--- config.mk ---
export PLATFORM = sky130hd
export DESIGN_NAME = instFetch
export DESIGN_NICKNAME = d
export VERILOG_FILES = /design/src/logic/memPkg.sv /design/src/logic/instFetch.sv
export SDC_FILE = /design/constraint.sdc
export NUM_CORES = 1
export LEC_CHECK = 0
export BUFFER_PORTS_ARGS = -buffer_cell sky130_fd_sc_hd__clkbuf_2
export CAP_MARGIN = 20
export CELL_PAD_IN_SITES_DETAIL_PLACEMENT = 0
export CELL_PAD_IN_SITES_GLOBAL_PLACEMENT = 1
export CORE_MARGIN = 2
export CORE_UTILIZATION = 45
export CTS_BUF_LIST = sky130_fd_sc_hd__clkbuf_4
export DETAILED_ROUTE_END_ITERATION = 16
export GPL_ROUTABILITY_DRIVEN = 0
export GPL_TIMING_DRIVEN = 0
export PLACE_DENSITY_LB_ADDON = 0.1
export SLEW_MARGIN = 20
export SYNTH_ARGS = -nofsm -noshare
export SYNTH_HDL_FRONTEND = slang
export SYNTH_SLANG_ARGS = --single-unit
--- constraint.sdc ---
create_clock -name clk -period 2.8 [get_ports clk]
set_clock_uncertainty 0.05 [all_clocks]
set_input_delay 0.14 -clock clk [delete_from_list [all_inputs] [get_ports clk]]
set_output_delay 0.14 -clock clk [all_outputs]
set_load 0.01 [all_outputs]
--- src/logic/memPkg.sv ---
package memPkg;

    // bus widths
    localparam int AddrWidth = 32;
    localparam int WordWidth = 32;
    localparam int LenWidth = 3;

    // 4 KiB of RAM, addresses wrap
    localparam int RamAddrWidth = 12;

    // access length is the number of bytes moved
    localparam logic [LenWidth-1:0] LenByte = 3'd1;
    localparam logic [LenWidth-1:0] LenHalf = 3'd2;
    localparam logic [LenWidth-1:0] LenWord = 3'd4;

    // address is I/O when bits 17 and 16 are both set
    localparam logic [AddrWidth-1:0] IoBase = 32'h0003_0000;

    localparam logic [AddrWidth-1:0] ResetPc = 32'h0000_0000;

    // controller states
    localparam logic [1:0] StIdle = 2'd0;
    localparam logic [1:0] StFetch = 2'd1;
    localparam logic [1:0] StLoad = 2'd2;
    localparam logic [1:0] StStore = 2'd3;

endpackage

--- src/logic/instFetch.sv ---
`timescale 1ns/100ps

module instFetch (
    input  logic                         clk,
    input  logic                         rst,
    input  logic                         fetchEnable,
    input  logic                         redirect,
    input  logic [memPkg::AddrWidth-1:0] redirectPc,
    output logic                         fetchReq,
    output logic [memPkg::AddrWidth-1:0] fetchAddr,
    input  logic                         fetchDone,
    input  logic [memPkg::WordWidth-1:0] fetchInst,
    output logic                         instValid,
    output logic [memPkg::WordWidth-1:0] inst,
    output logic [memPkg::AddrWidth-1:0] instPc
);

    logic [memPkg::AddrWidth-1:0] pc;
    logic                         discard;

    always_ff @(posedge clk) begin
        if (rst) begin
            pc <= memPkg::ResetPc;
            fetchReq <= 1'b0;
            discard <= 1'b0;
            instValid <= 1'b0;
        end else begin
            // a redirect in the done cycle also makes the result stale
            instValid <= fetchDone && !discard && !redirect;
            if (fetchDone) begin
                fetchReq <= 1'b0;
                discard <= 1'b0;
            end else if (!fetchReq && fetchEnable) begin
                fetchReq <= 1'b1;
            end
            if (redirect) begin
                pc <= redirectPc;
                if (fetchReq && !fetchDone) begin
                    discard <= 1'b1;
                end
            end else if (fetchDone && !discard) begin
                pc <= pc + 'd4;
            end
        end
    end

    // address frozen while the request is up
    always_ff @(posedge clk) begin
        if (!fetchReq) begin
            fetchAddr <= redirect ? redirectPc : pc;
        end
        if (fetchDone) begin
            inst <= fetchInst;
            instPc <= fetchAddr;
        end
    end

endmodule

==> results.yml, run 1 <==
status:
  status: "finished clean"
critical_path:
  required_ps: 3160
  start_kind: "flop"
  critPathTopFamily: "simple AND/OR/NAND/NOR gates"
  r2r_end: "pc[24]"
  arrival_ps: 2510
  ff2ff_path_depth: 7
  slowest_delay_ps: 500
  crit_buf_inv: 2
  r2r_setup_slack_ps: 650
  critical_path.startpoint: "pc[3]"
  critPathCaptureType: "flop"
  rr_startpoint: "pc[3]"
  cp.depth: 7
  critical_path_class: "reg2reg"
  slowest_stage: "or4_1"
  endpoint: "pc[24]"
  worst-path-max-fanout: 10
  cp_cell_sequence: "ha_1, and3b_1, buf_2, nand3_4, buf_6, or4_1, a311oi_1"
sta:
  tightestPinTransition_ps: 742.5
  hold_ws_ps: 49.75
  finalMaxSlewViolations: 0
  setup_violations: 0
  tns_ps: 0
  fin_crit_ps: 2155
  timing.final.ws_setup_ps: 645.4
  final_hold_viol_count: 0
  max_slew_margin_pct: 50.43
  rsz0062_at_grt: "no"
  fmax_mhz: 464.1
  min_period_over_period_pct: 76.95
yosys:
  synthSimpleGateAreaFrac_pct: 11.86
  synth_compound_area_share_pct: 8.694
  synth_xor_area_share_pct: 1.859
  yosysWarnings: 0
  yosysMostFrequentCell: "edfxtp_1"
  netlist_area_um2: 5181
  synth_top_family_by_area: "simple AND/OR/NAND/NOR gates"
  ys_seq_area_share_pct: 69.16
  synth_area_leaders: "edfxtp_1 (56%), dfxtp_1 (14%), mux2_2 (5.2%), a311oi_1 (2.2%), nor2_1 (2.2%)"
  yosys.area.top_type: "edfxtp_1"
  syn_inst: 366
  synthTopCellsByCount: "edfxtp_1 (96), dfxtp_1 (35), nor2_1 (30), mux2_2 (24), nand2_1 (16)"
  ys.flop_type: "edfxtp_1"
  synth_mux_area_share_pct: 5.409
  synth_cell_type_count: 47
  synthArstFlopShare_pct: 0
  ys_ff_latch: 131
  synth_nets: 436
  synth-edff-count: 96
  yosysTopAreaCellShare_pct: 55.64
  synthAdderAreaFrac_pct: 0.2415
  syn_area_per_cell_um2: 14.16
clock_tree:
  root_buffer: "clkbuf_4"
  cts_tree: "yes"
  htreeDepth: 4
  clk_latency_ps: 500
  cts_setup_buffers: 0
  clock_sink_count: 131
  path_clk_slew_ps: 110
  cts_buffers: 17
  cts_hold_buf: 66
  cts-resized-gates: 0
  cts.path.max_buffers: 2
drt:
  ant_nets: 0
  first_iter_violations: 194
  wl_um: 12730
  vias: 3949
  avgRoutedWirePerCell_um: 16.47
  post-route-drc-count: 0
  drt_pass1_iterations: 5
  vias_per_cell: 5.109
die:
  die_y_um: 111.3
  rows: 39
  num_io_pins: 167
  die_area_um2: 12390
  die_width_um: 111.3
  core_um2: 11320
  start_util_pct: 45.77
final_layout:
  area_growth_pct: 37.94
  drive_above_1_share_pct: 37.14
  num_antenna_cells: 0
  nFillCells: 918
  seq_area_um2: 3583
  fin_cells: 773
  multi_input_area_um2: 1454
  fin_nets: 687
power:
  p_comb_share_pct: 12.3
  clockPowerShare_pct: 30.0
  seqPwrFrac_pct: 57.7
  p_leak_uw: 0.002864
  p_sw_uw: 1001
  ir_drop_uv: 304.7
  p_sw_share_pct: 24.59
  p_per_area_nw_per_um2: 569.6
  p_int_uw: 3070
global_route:
  grt_pass1_vias: 3983
  grt_max_degree: 56
  grt_pass1_wl_um: 20170
  antenna_found_initial: 0
  grt_usage_pct: 20.78
  grt_overflow: 0
placement:
  place_ws_ps: 426.9
  dp_hpwl_um: 8571
  port_buffers: 165
  dp_cells: 675
flow_run:
  maxCapViolations: 0
worst_hold_path:
  hold_path.class: "in2reg"
  whs_path_depth: 1
-- logic make-up (layout without fill, tap and decap cells) --
kind of cell | Yosys count | count (layout)
adder cells (fa/ha/maj) | 1 | 1
AND/OR/NAND/NOR | 108 | 108
buffers and inverters | 31 | 295
multiplexers | 25 | 25
XOR/XNOR | 11 | 11
AO/OA/AOI/OAI | 59 | 59
flip-flops | 131 | 131
-- layout make-up --
class / instances / share of cell area, %
multi-input combinational: 204 / 20.34
timing repair buffer: 232 / 21.22
inverter: 9 / 0.4727
clock inverter: 11 / 1.576
tap: 143 / 2.504
sequential: 131 / 50.14
buffer: 22 / 1.541
clock buffer: 21 / 2.206
-- per-layer routing --
metal	part of all wire, %	vias up	GRT usage, %
met2	50	113	35.37
met5	0	-	0
met1	44	1895	26.24
li1	-	1931	-
met4	0.86	0	6.831
met3	5.0	10	5.085
-- flip-flops by register name, summed over array words and instances, names as in the netlist --
register and flops:
discard 1, fetchReq 1, instPc 32, pc 32, instValid 1, inst 32
fetchAddr 32
-- worst register-to-register path, cell delays in order, from the launching register on --
cell and delay [ps]:
dfxtp_1 420, ha_1 200, and3b_1 170, buf_2 190, nand3_4 100, buf_6 150, or4_1 500, a311oi_1 290
-- metrics by stage --
stage	util, %	area (um^2)	total power, uW
2_1_floorplan	-	5181	2575
3_3_place_gp	54.64	6186	2806
3_5_place_dp	54.91	6216	2824
4_1_cts	63.13	7147	4115
5_1_grt	63.13	7147	4263
6_report	63.13	7147	4071
-- worst min-delay path by stage --
stage	from	end	slack, ps
after floorplan	fetchDone	discard	170
after global placement	fetchInst[30]	inst[30]	270
after detailed placement	fetchInst[18]	inst[18]	270
after CTS	fetchDone	inst[30]	10
after global routing	fetchDone	inst[30]	9
final	fetchDone	inst[30]	50
-- cell usage in the layout, fill, tap and decap left out, types with 3 or more instances in the layout --
cell type / count
mux2_2: 24
o31ai_1: 11
buf_2: 4
nand2_1: 16
dlygate4sd3_1: 66
buf_6: 3
nand3_1: 7
and4_1: 5
a21o_1: 3
clkinv_2: 5
nor2_1: 30
inv_1: 8
nor3_1: 5
a211oi_1: 10
nand4_1: 11
nor4_1: 4
clkbuf_4: 22
a311oi_1: 13
xor2_1: 4
nor2b_1: 7
dfxtp_1: 35
clkbuf_2: 164
edfxtp_1: 96
or4_1: 11
xnor2_1: 7
o21ai_0: 8
clkbuf_1: 13
-- power by group through the flow --
stage	Clock (uW)	Sequential, uW	Combinational [uW]
6_report	1220	2350	501
2_1_floorplan	0	2440	131
4_1_cts	1260	2350	508
5_1_grt	1350	2370	545
3_3_place_gp	0	2390	420
3_5_place_dp	0	2390	431
No activity file was read; power rests on OpenSTA's default activity.
==> run 2, diff against run 1 <==
--- a/config.mk
+++ b/config.mk
@@ -10,7 +10,7 @@
 export CELL_PAD_IN_SITES_DETAIL_PLACEMENT = 0
 export CELL_PAD_IN_SITES_GLOBAL_PLACEMENT = 1
 export CORE_MARGIN = 2
-export CORE_UTILIZATION = 45
+export CORE_UTILIZATION = 38
 export CTS_BUF_LIST = sky130_fd_sc_hd__clkbuf_4
 export DETAILED_ROUTE_END_ITERATION = 16
 export GPL_ROUTABILITY_DRIVEN = 0
==> constraint.sdc (replaced) <==
create_clock -name clk -period 1.8 [get_ports clk]
set_clock_uncertainty 0.05 [all_clocks]
set_input_delay 0.09 -clock clk [delete_from_list [all_inputs] [get_ports clk]]
set_output_delay 0.09 -clock clk [all_outputs]
set_load 0.01 [all_outputs]
==> run 2 against run 1 <==
  * The run now ends with setup timing left
  * Register-to-register slack worse by 700 ps
  * Critical path depth fell by 1
  * Setup slack worse by 700 ps
  * Die area is 18% higher
  * Sequential share of layout area decreased by 2.9 points
  * Via count rose by 5.7%
  * Global-route usage decreased by 1.9 points
  * Wire length up 5.8%
  * Utilization fell by 5.3 points
  * Power grew 61%
  * Critical endpoint is now pc[25]
==> results.yml, run 2 (synthesis gave the netlist of run 1 again) <==
status:
  status: "finished with violations"
  violations: "setup timing"
die:
  core_um2: 13300
  num_io_pins: 167
  die_area_um2: 14590
  start_util_pct: 38.97
  die_width_um: 120.8
  die_y_um: 120.8
  rows: 42
placement:
  port_buffers: 165
  dp_cells: 708
  dp_hpwl_um: 8633
critical_path:
  slowest_delay_ps: 370
  cp_cell_sequence: "and4_1, buf_4, nand4_1, buf_4, or3_4, a311oi_2"
  worst-path-max-fanout: 6
  critPathCaptureType: "flop"
  critPathTopFamily: "simple AND/OR/NAND/NOR gates"
  start_kind: "flop"
  critical_path_class: "reg2reg"
  arrival_ps: 2260
  required_ps: 2200
  crit_buf_inv: 2
  crit_path_frequent_cell: "buf_4"
  slowest_stage: "dfxtp_4"
sta:
  max_slew_margin_pct: 42.93
  setup_violations: 5
  timing.final.ws_setup_ps: -55.72
  fin_crit_ps: 1856
  min_period_over_period_pct: 103.1
  final_hold_viol_count: 0
  tightestPinTransition_ps: 853.2
  rsz0062_at_grt: "yes"
  finalMaxSlewViolations: 0
  fmax_mhz: 538.9
clock_tree:
  root_buffer: "clkbuf_4"
  path_clk_slew_ps: 120
  htreeDepth: 4
  cts.path.max_buffers: 2
  clk_latency_ps: 540
  cts_tree: "yes"
  cts_buffers: 17
  clock_sink_count: 131
drt:
  ant_nets: 0
  vias_per_cell: 4.934
  wl_um: 13470
  avgRoutedWirePerCell_um: 15.92
  first_iter_violations: 199
  post-route-drc-count: 0
  drt_pass1_iterations: 4
  vias: 4174
final_layout:
  final_common_cell: "clkbuf_2"
  post-route-util_pct: 57.84
  fin_nets: 727
  drive_above_1_share_pct: 45.22
  most-common-layout-cells: "clkbuf_2 (166), edfxtp_1 (96), dlygate4sd3_1 (75), buf_4 (32), nor2_1 (30)"
  area_growth_pct: 48.42
  num_antenna_cells: 0
  fin_cells: 846
power:
  ir_drop_uv: 470.5
  p_leak_uw: 0.003076
  p_per_area_nw_per_um2: 850.8
global_route:
  grt_usage_pct: 18.92
  grt_overflow: 0
  antenna_found_initial: 0
  grt_max_degree: 33
  grt_pass1_vias: 4197
  grt_pass1_wl_um: 21000
flow_run:
  maxCapViolations: 0
worst_hold_path:
  hold_path.class: "in2reg"
[run 2: worst min-delay path, stage by stage]
cell and delay (ps):
clkbuf_2 130, nor2b_1 70, nand4_1 140, or4_4 150
a31oi_4 60
[run 2: final timing paths]
| check | endpoint | slack [ps] | startpoint | cells past startpoint |
|---|---|---|---|---|
| max reg2reg | pc[25] | -60 | pc[19] | 6 |
| min | pc[31] | 110 | redirect | 5 |
| min reg2reg | instPc[13] | 410 | fetchAddr[13] | 0 |
| max | pc[25] | -60 | pc[19] | 6 |
[run 2: stage by stage]
stage	instance area [um^2]	worst slack, ps	power, uW	hold WS, ps	TNS [ps]
detailed placement	6284	-512.0	4394	218.7	-13450
floorplan	5207	3.203	4007	119.3	0
CTS	7606	-37.01	6614	0.2220	-133.5
finish	7690	-55.72	6542	111.5	-81.48
global route	7690	-120.6	6838	96.31	-1028
global placement	6254	-1307	4374	216.6	-37900
[run 2: layout make-up]
class,instances,area (um^2)
buffer,21,118.9
inverter,9,33.78
sequential,131,3632
tap,176,220.2
clock inverter,15,166.4
clock buffer,17,127.6
timing repair buffer,273,1848
multi-input combinational,204,1543
fill,1161,5605
[run 2: routing by layer]
| layer | vias to the layer above | part of all wire (%) | GRT usage [%] |
|---|---|---|---|
| li1 | 2019 | - | - |
| met1 | 1999 | 43 | 23.45 |
| met2 | 137 | 50 | 31.11 |
| met3 | 19 | 5.3 | 4.811 |
| met4 | 0 | 1.6 | 8.576 |
| met5 | - | 0 | 0 |
[run 2: report_power, final]
part | internal (uW) | switching (uW)
Clock | 943 | 1090
Sequential | 3520 | 113
Combinational | 440 | 437
[run 2: timing repair]
action / in CTS / in global routing
hold buffers: 76 / 0
hold endpoints to repair: 112 / 0
setup buffers: 27 / 4
pin swaps: 16 / 13
gates resized for setup: 32 / 19
endpoints found under the setup margin: 15 / 19
