--- config.mk ---
export PLATFORM = sky130hd
export DESIGN_NAME = memCtrl
export DESIGN_NICKNAME = d
export VERILOG_FILES = /design/src/logic/memPkg.sv /design/src/logic/memCtrl.sv
export SDC_FILE = /design/constraint.sdc
export NUM_CORES = 1
export LEC_CHECK = 0
export BUFFER_PORTS_ARGS = -buffer_cell sky130_fd_sc_hd__clkbuf_2
export CAP_MARGIN = 20
export CORE_MARGIN = 2
export CORE_UTILIZATION = 45
export CTS_CLUSTER_DIAMETER = 120
export DETAILED_ROUTE_END_ITERATION = 7
export HOLD_SLACK_MARGIN = 0.12
export PLACE_DENSITY = 0.78
export SYNTH_ARGS = -nofsm -noshare
export SYNTH_HDL_FRONTEND = slang
export SYNTH_SLANG_ARGS = --single-unit
export TNS_END_PERCENT = 5
--- constraint.sdc ---
create_clock -name clk -period 9.7 [get_ports clk]
set_clock_uncertainty 0.1 [all_clocks]
set_input_delay 0.97 -clock clk [delete_from_list [all_inputs] [get_ports clk]]
set_output_delay 0.97 -clock clk [all_outputs]
set_load 0.01 [all_outputs]
--- src/logic/memPkg.sv ---
package memPkg;

    // bus widths
    localparam int AddrWidth = 32;
    localparam int WordWidth = 32;
    localparam int LenWidth = 3;

    // 4 KiB of RAM, addresses wrap
    localparam int RamAddrWidth = 12;

    // access length is the number of bytes moved
    localparam logic [LenWidth-1:0] LenByte = 3'd1;
    localparam logic [LenWidth-1:0] LenHalf = 3'd2;
    localparam logic [LenWidth-1:0] LenWord = 3'd4;

    // address is I/O when bits 17 and 16 are both set
    localparam logic [AddrWidth-1:0] IoBase = 32'h0003_0000;

    localparam logic [AddrWidth-1:0] ResetPc = 32'h0000_0000;

    // controller states
    localparam logic [1:0] StIdle = 2'd0;
    localparam logic [1:0] StFetch = 2'd1;
    localparam logic [1:0] StLoad = 2'd2;
    localparam logic [1:0] StStore = 2'd3;

endpackage

--- src/logic/memCtrl.sv ---
`timescale 1ns/100ps

module memCtrl (
    input  logic                            clk,
    input  logic                            rst,
    input  logic                            rdy,
    input  logic                            ioBufferFull,

    input  logic                            fetchReq,
    input  logic [memPkg::AddrWidth-1:0]    fetchAddr,
    output logic                            fetchDone,
    output logic [memPkg::WordWidth-1:0]    fetchInst,

    input  logic                            dataReq,
    input  logic                            dataStore,
    input  logic [memPkg::LenWidth-1:0]     dataLen,
    input  logic [memPkg::AddrWidth-1:0]    dataAddr,
    input  logic [memPkg::WordWidth-1:0]    dataWdata,
    output logic                            dataDone,
    output logic [memPkg::WordWidth-1:0]    dataRdata,

    output logic [memPkg::RamAddrWidth-1:0] ramAddr,
    output logic                            ramWe,
    output logic [7:0]                      ramWdata,
    input  logic [7:0]                      ramRdata,

    output logic                            ioValid,
    output logic [7:0]                      ioByte
);

    logic [1:0]                      state;
    logic [memPkg::LenWidth-1:0]     stage;
    logic [memPkg::LenWidth-1:0]     lenReg;
    logic [memPkg::AddrWidth-1:0]    baseAddr;
    logic [memPkg::WordWidth-1:0]    wdataReg;
    logic [memPkg::WordWidth-1:0]    asmWord;
    logic [memPkg::WordWidth-1:0]    loadWord;
    logic [memPkg::RamAddrWidth-1:0] offset;
    logic                            ioStore;
    logic                            dataIoHit;
    logic                            dataBlocked;
    logic                            loading;
    logic                            lastStage;

    assign dataIoHit = (dataAddr & memPkg::IoBase) == memPkg::IoBase;

    // I/O store waits for room in the external buffer
    assign dataBlocked = dataStore && dataIoHit && ioBufferFull;

    assign loading = (state == memPkg::StFetch) || (state == memPkg::StLoad);

    // loads end one stage later, the last byte is still coming back from RAM
    always_comb begin
        if (loading) begin
            lastStage = (stage == lenReg);
        end else begin
            lastStage = (stage == lenReg - 1'b1);
        end
    end

    always_comb begin
        if (rdy) begin
            offset = {{(memPkg::RamAddrWidth - memPkg::LenWidth){1'b0}}, stage};
        end else begin
            // paused: keep reading the byte the next collect expects
            offset = {{(memPkg::RamAddrWidth - memPkg::LenWidth){1'b0}}, stage} - 1'b1;
        end
    end

    assign ramAddr = baseAddr[memPkg::RamAddrWidth-1:0] + offset;

    assign ramWdata = wdataReg[{stage[1:0], 3'b000} +: 8];
    assign ioByte = ramWdata;

    assign ramWe = rdy && (state == memPkg::StStore) && !ioStore;
    assign ioValid = rdy && (state == memPkg::StStore) && ioStore;

    // little endian, last byte straight from RAM, short loads zero-extended
    always_comb begin
        case (lenReg)
            memPkg::LenByte: loadWord = {24'b0, ramRdata};
            memPkg::LenHalf: loadWord = {16'b0, ramRdata, asmWord[7:0]};
            default:         loadWord = {ramRdata, asmWord[23:0]};
        endcase
    end

    assign fetchInst = loadWord;
    assign dataRdata = loadWord;

    assign fetchDone = rdy && (state == memPkg::StFetch) && lastStage;
    assign dataDone = rdy && lastStage
        && ((state == memPkg::StLoad) || (state == memPkg::StStore));

    always_ff @(posedge clk) begin
        if (rst) begin
            state <= memPkg::StIdle;
            stage <= '0;
        end else if (rdy) begin
            if (state == memPkg::StIdle) begin
                stage <= '0;
                // data port wins over fetch
                if (dataReq) begin
                    if (!dataBlocked) begin
                        state <= dataStore ? memPkg::StStore : memPkg::StLoad;
                    end
                end else if (fetchReq) begin
                    state <= memPkg::StFetch;
                end
            end else if (lastStage) begin
                state <= memPkg::StIdle;
            end else begin
                stage <= stage + 1'b1;
            end
        end
    end

    // request latch, only while idle
    always_ff @(posedge clk) begin
        if (rdy && state == memPkg::StIdle) begin
            if (dataReq) begin
                baseAddr <= dataAddr;
                lenReg <= dataLen;
                wdataReg <= dataWdata;
                ioStore <= dataStore && dataIoHit;
            end else begin
                baseAddr <= fetchAddr;
                lenReg <= memPkg::LenWord;
                ioStore <= 1'b0;
            end
        end
    end

    // byte returned in stage s belongs at offset s-1
    always_ff @(posedge clk) begin
        if (rdy && loading && stage != '0 && !lastStage) begin
            asmWord[{stage[1:0] - 2'd1, 3'b000} +: 8] <= ramRdata;
        end
    end

endmodule

==> qor.txt, run 1 <==
outcome - finished clean
antenna violations before repair - 0
launch point of the worst reg-to-reg path - stage[1]
crit path kind - reg -> out
Post-synth EDFFs - 72
die area - 10800 sq um
Gate power share - 23.6%
fillers - 857
final setup vio count - 0
part of the power in registers - 45.4%
Gates resized, CTS repair - 0
R2R depth - 4
htree depth - 3
starting density of the core - 46.3%
Area Overhead vs Synth - 20.2%
Hold Vio Cnt, Final - 0
CP Capture Type - output port
Root Driver - clkbuf_8
Cell Chain, Critical Path - inv_1, ha_1, mux2i_1, inv_1, fa_1, nor2b_1, o31a_1, o21ai_0, a211oi_1, xor2_1, clkbuf_2
worst reg-to-reg setup slack - 7.01 ns
RR Endpoint - asmWord[6]
Worst VDD drop - 0.0706 mV
largest net degree at the start of global routing - 33
Primary FF master, synth - edfxtp_1
CP startpoint kind - flip-flop
Antenna Nets Post-Route - 0
HP Start - state[1]
Peak Freq - 202 MHz
LEAKAGE - 0.00240 uW
Longest Clk Path Bufs - 2
FP Rows - 36
YS warnings - 0
Switch Pwr - 234 uW
mapped cell area - 4510 sq um
number of remaining DRC errors - 0
FF+latch count, synth - 77
max-slew violation count - 0
layout cells sized above 1 - 42.1%
Worst path top cell family by delay - adder cells
buffers and inverters on the worst path - 3
# diodes - 0
Worst EP arrival - 3.87 ns
total congestion overflow - 0
post-CTS setup buffers - 0
hold path endpoint - state[1]
WL/cell - 15.1 um
hold depth - 2
Clk Latency, worst-skew pair - 0.34 ns
Final period util - 50.9%
Max Fanout on Critical Path - 16
TNS Setup - 0 ns
critical path required time - 8.63 ns
Gate Count Post-Synth - 364
Clk pwr share - 30.9%
Worst path slowest cell - dfxtp_1
# IOs - 210
via/cell ratio - 5.09
Num CTS Buffers - 9
CTS tree - yes
Core Box Area - 9730 sq um
sw frac - 27.6%
Pre-antenna DRT Iters - 4
Tightest Pin Transition - 0.772 ns
pwr dens - 157 nW/um^2
hpwl dp - 7.24 mm
synth unique cells - 48
post-synth net total - 504
DR iter-0 viols - 80
Worst path most repeated cell - inv_1
gr usage total - 17.8%
Die Y - 104 um
final worst-path setup slack - 4.76 ns
CTS Hold Buffers Added - 0
total vias in the final route - 3228
post-synthesis sequential area ratio - 50.2%
Tmin final - 4.94 ns
fraction of registers with async set/reset - 0%
max cap viols - 0
Worst-path clk slew - 0.08 ns
Clock Sink Count - 77
first-pass GRT wire length - 15.2 mm
pre-CTS setup slack - 5.08 ns
crit-path max cell delay - 0.83 ns
Internal Power - 615 uW
slew margin rel. - 48.4%
Final #Nets - 636
number of global-route vias before repair - 3213
port bufs - 171
RD Place Congestion - 0.764
die width - 104 um
syn avg cell area - 12.4 sq um
RSZ-0062 raised after global routing - false
Hold Crit Class - reg -> reg
Routed WL - 9.57 mm
worst min-delay path, cell delays in order, from the launching register on:
cell,delay (ns)
dfxtp_1,0.36
a21oi_1,0.14
nor3_1,0.05
flip-flops by register name, indices dropped and copies added (netlist names):
register,flops
wdataReg,32
lenReg,3
asmWord,24
stage,3
baseAddr,12
state,2
ioStore,1
placed cells by master (no fill, tap or decap), drive strengths merged, types with 7 or more instances in the layout:
| master | instances |
|---|---|
| a22o | 16 |
| xnor2 | 8 |
| nor2 | 8 |
| inv | 15 |
| ha | 25 |
| mux4 | 8 |
| nand2 | 10 |
| a21oi | 10 |
| nor3 | 7 |
| clkbuf | 182 |
| mux2 | 12 |
| and2 | 45 |
| edfxtp | 72 |
metrics by stage:
| stage | cell area [sq um] | utilization, % | power (uW) | hold WS (ns) | std cells |
|---|---|---|---|---|---|
| 4_1_cts | 5410 | 55.6 | 856 | 0.485 | 633 |
| 3_5_place_dp | 5190 | 53.4 | 594 | 0.473 | 617 |
| 5_1_grt | 5420 | 55.7 | 891 | 0.537 | 634 |
| 2_1_floorplan | 4510 | - | 530 | 0.424 | 364 |
| 3_3_place_gp | 5190 | 53.4 | 586 | 0.447 | 617 |
| 6_report | 5420 | 55.7 | 849 | 0.489 | 634 |
cell families (layout without fill, tap and decap cells):
group                      count (synthesis)  count (layout)  synth area share [%]
AOI/OAI and AO/OA                         53              53                  8.94
muxes                                     23              23                  7.66
DFF                                       77              77                  50.2
and+or+nand+nor                          105             105                  14.0
xor gates and xnor gates                  13              13                  2.86
adders and majority gates                 26              26                  7.38
buffers and inverters                     67             204                  8.97
how the worst max path moves through the flow:
stage	startpoint	endpoint	slack, ns	cells past startpoint
6_report	stage[1]	ramAddr[8]	4.76	11
3_5_place_dp	stage[1]	ramAddr[8]	5.08	11
3_3_place_gp	stage[1]	ramAddr[8]	5.28	11
5_1_grt	stage[1]	ramAddr[8]	4.42	11
4_1_cts	stage[1]	ramAddr[8]	4.68	11
2_1_floorplan	rdy	ramAddr[8]	5.76	10
synthesized netlist by cell type, drive strengths merged (5+ instances only):
master | number | area share (%)
a21o | 5 | 0.83
a21oi | 10 | 1.1
a22o | 16 | 3.1
and2 | 45 | 6.2
and3 | 5 | 0.69
buf | 42 | 6.9
clkbuf | 11 | 0.92
dfxtp | 5 | 2.2
edfxtp | 72 | 48
ha | 25 | 6.9
inv | 14 | 1.2
mux2 | 12 | 3.0
mux4 | 8 | 4.0
nand2 | 10 | 0.83
nand3 | 5 | 0.56
nor2 | 8 | 0.67
nor2b | 6 | 0.83
nor3 | 7 | 0.78
o21ai | 6 | 0.67
xnor2 | 8 | 1.6
cell type report:
cell class | instances | area [sq um] | area share (%)
Timing Repair Buffer | 174 | 878 | 16.2
Multi-Input combinational cell | 220 | 1840 | 34.0
Sequential cell | 77 | 2260 | 41.8
Clock buffer | 11 | 131 | 2.43
Tap cell | 133 | 166 | 3.07
Inverter | 14 | 52.6 | 0.970
Clock inverter | 5 | 85.1 | 1.57
power by group through the flow:
stage | clock, uW | combinational (uW) | sequential [uW]
floorplan | 0 | 139 | 392
global placement | 0 | 194 | 392
detailed placement | 0 | 201 | 394
CTS | 268 | 202 | 386
global route | 282 | 222 | 387
finish | 263 | 201 | 386
layer usage:
layer	track usage, %	vias to the layer above	part of all wire, %
met2	31.4	150	51
met4	10.0	0	3.3
met5	0	-	0
li1	-	1556	-
met3	2.76	29	5.6
met1	20.4	1493	40
Power figures use the tool's default switching activity.
==> inputs of run 2 (changes only) <==
==> constraint.sdc (replaced) <==
create_clock -name clk -period 4.8 [get_ports clk]
set_clock_uncertainty 0.1 [all_clocks]
set_input_delay 0.48 -clock clk [delete_from_list [all_inputs] [get_ports clk]]
set_output_delay 0.48 -clock clk [all_outputs]
set_load 0.01 [all_outputs]
==> run 2 against run 1 <==
Effect of this change:
- combinational power increased by 100%
- sequential cell count is the same
- final area fell by 0.30%
- global-route usage decreased by 0.28 points
- power grew 94%
- first-iteration DRC count increased by 33%
==> qor.txt, run 2 (synthesized netlist as in run 1, its figures left out) <==
Clk Latency, worst-skew pair - 0.35 ns (about the same)
number of global-route vias before repair - 3131 (-2.6%)
FP Rows - 36 (unchanged)
slew margin rel. - 52.9% (+4.5 points)
crit path kind - reg -> out
Worst EP arrival - 3.10 ns (-0.77 ns)
Area Overhead vs Synth - 19.8%
die area - 10800 sq um (unchanged)
Tmin final - 3.68 ns
Internal Power - 1170 uW (+90%)
outcome - finished clean
fin cells - 635 (+0.16%)
max-slew violation count - 0 (unchanged)
Worst path slowest cell - fa_1
buffers and inverters on the worst path - 3 (unchanged)
Crit. path cell count - 11 (unchanged)
Root Driver - clkbuf_8
antenna violations before repair - 0 (unchanged)
TNS Setup - 0 ns (unchanged)
R2R depth - 7 (+3)
final setup vio count - 0 (unchanged)
Worst-path clk slew - 0.09 ns (about the same)
htree depth - 3 (unchanged)
CTS tree - yes
Pre-antenna DRT Iters - 5 (+1)
Cell Chain, Critical Path - inv_1, ha_1, mux2i_1, inv_1, fa_1, nor2b_1, o31a_1, o21ai_0, a211oi_1, xor2_1, clkbuf_2
LEAKAGE - 0.00240 uW (-0.25%)
largest net degree at the start of global routing - 33 (unchanged)
leading cell types in the layout, fill and taps excluded - clkbuf_2, edfxtp_1, and2_1, ha_1, a22o_1
Worst path top cell family by delay - adder cells
most common cell after layout, fill and taps aside - clkbuf_2
RD Place Congestion - 0.763 (-0.16%)
Clock Sink Count - 77 (unchanged)
dpl cells - 618 (+0.16%)
sw frac - 29.1% (+1.5 points)
Core Box Area - 9730 sq um (unchanged)
Die Y - 104 um (unchanged)
post-CTS setup buffers - 0 (unchanged)
number of remaining DRC errors - 0 (unchanged)
Final period util - 76.7%
# IOs - 210 (unchanged)
Clk pwr share - 28.1% (-2.8 points)
Routed WL - 9.45 mm (-1.2%)
hold depth - 1 (-1)
layout cells sized above 1 - 42.6% (+0.51 points)
hpwl dp - 7.07 mm (-2.3%)
WL/cell - 14.9 um (-1.4%)
part of the power in registers - 47.3% (+1.9 points)
crit-path max cell delay - 0.43 ns (-0.40 ns)
Storage cell area - 2260 sq um (unchanged)
RSZ-0062 raised after global routing - false
DR iter-0 viols - 106 (+33%)
critical path required time - 4.22 ns (-4.41 ns)
gr usage total - 17.5% (-0.28 points)
Final #Nets - 637 (+0.16%)
via/cell ratio - 5.08 (-0.19%)
Longest Clk Path Bufs - 2 (unchanged)
starting density of the core - 46.3% (unchanged)
Switch Pwr - 479 uW (+100%)
fillers - 821 (-4.2%)
max cap viols - 0 (unchanged)
CP startpoint kind - flip-flop
CTS Hold Buffers Added - 0 (unchanged)
Num CTS Buffers - 9 (unchanged)
Max Fanout on Critical Path - 5 (-11)
Peak Freq - 272 MHz
total vias in the final route - 3227 (-0.031%)
die width - 104 um (unchanged)
Hold Vio Cnt, Final - 0 (unchanged)
CP Capture Type - output port
Worst VDD drop - 0.159 mV (+130%)
first-pass GRT wire length - 14.9 mm (-2.0%)
Gates resized, CTS repair - 0 (unchanged)
Largest register FFs - 32 (unchanged)
area of the multi-input gates - 1840 sq um (unchanged)
pwr dens - 305 nW/um^2 (+95%)
Antenna Nets Post-Route - 0 (unchanged)
Gate power share - 24.6% (+1.0 points)
# diodes - 0 (unchanged)
total congestion overflow - 0 (unchanged)
Hold Crit Class - in -> reg
Worst path most repeated cell - inv_1
Tightest Pin Transition - 0.705 ns (-0.0671 ns)
port bufs - 171 (unchanged)
Top reg by flops - wdataReg
[run 2: cell count changes in the layout (fill, tap and decap cells not counted), sizes merged]
cell and delta:
bufinv -2, buf +1, inv +1, clkinvlp +1
[run 2: power by group through the flow]
| stage | logic (uW) | registers [uW] | clock network, uW |
|---|---|---|---|
| after detailed placement | 405 | 794 | 0 |
| after floorplan | 280 | 791 | 0 |
| final | 406 | 779 | 463 |
| after global placement | 393 | 792 | 0 |
| after CTS | 408 | 779 | 475 |
| after global routing | 447 | 782 | 498 |
[run 2: cell type report]
class | count | share of cell area (%)
Multi-Input combinational cell | 220 | 34.1
Clock inverter | 5 | 0.765
Timing Repair Buffer | 175 | 16.4
Sequential cell | 77 | 41.9
Inverter | 14 | 0.973
Clock buffer | 11 | 2.80
Tap cell | 133 | 3.08
[run 2: final timing paths]
| path | start | endpoint | slack, ns |
|---|---|---|---|
| max | stage[0] | ramAddr[8] | 1.12 |
| min | dataWdata[25] | wdataReg[25] | 0.20 |
| max reg2reg | state[0] | asmWord[7] | 2.17 |
| min reg2reg | state[1] | state[1] | 0.49 |
[run 2: per-stage QoR]
stage | setup WS [ns] | power (uW) | instance area, sq um | util (%) | hold WS [ns]
3_3_place_gp | 1.47 | 1190 | 5200 | 53.4 | 0.447
3_5_place_dp | 1.45 | 1200 | 5200 | 53.4 | 0.468
4_1_cts | 1.11 | 1660 | 5390 | 55.4 | 0.186
6_report | 1.12 | 1650 | 5400 | 55.5 | 0.201
5_1_grt | 0.858 | 1730 | 5400 | 55.5 | 0.181
2_1_floorplan | 1.39 | 1070 | 4510 | - | 0.424
[run 2: routing by layer]
layer	share of wire [%]	wire, um	vias up	global-route usage (%)
met1	41	3900	1513	20.8
li1	-	-	1563	-
met2	51	4850	136	31.3
met5	0	0	-	0
met4	2.2	205	0	7.63
met3	5.2	493	15	2.57
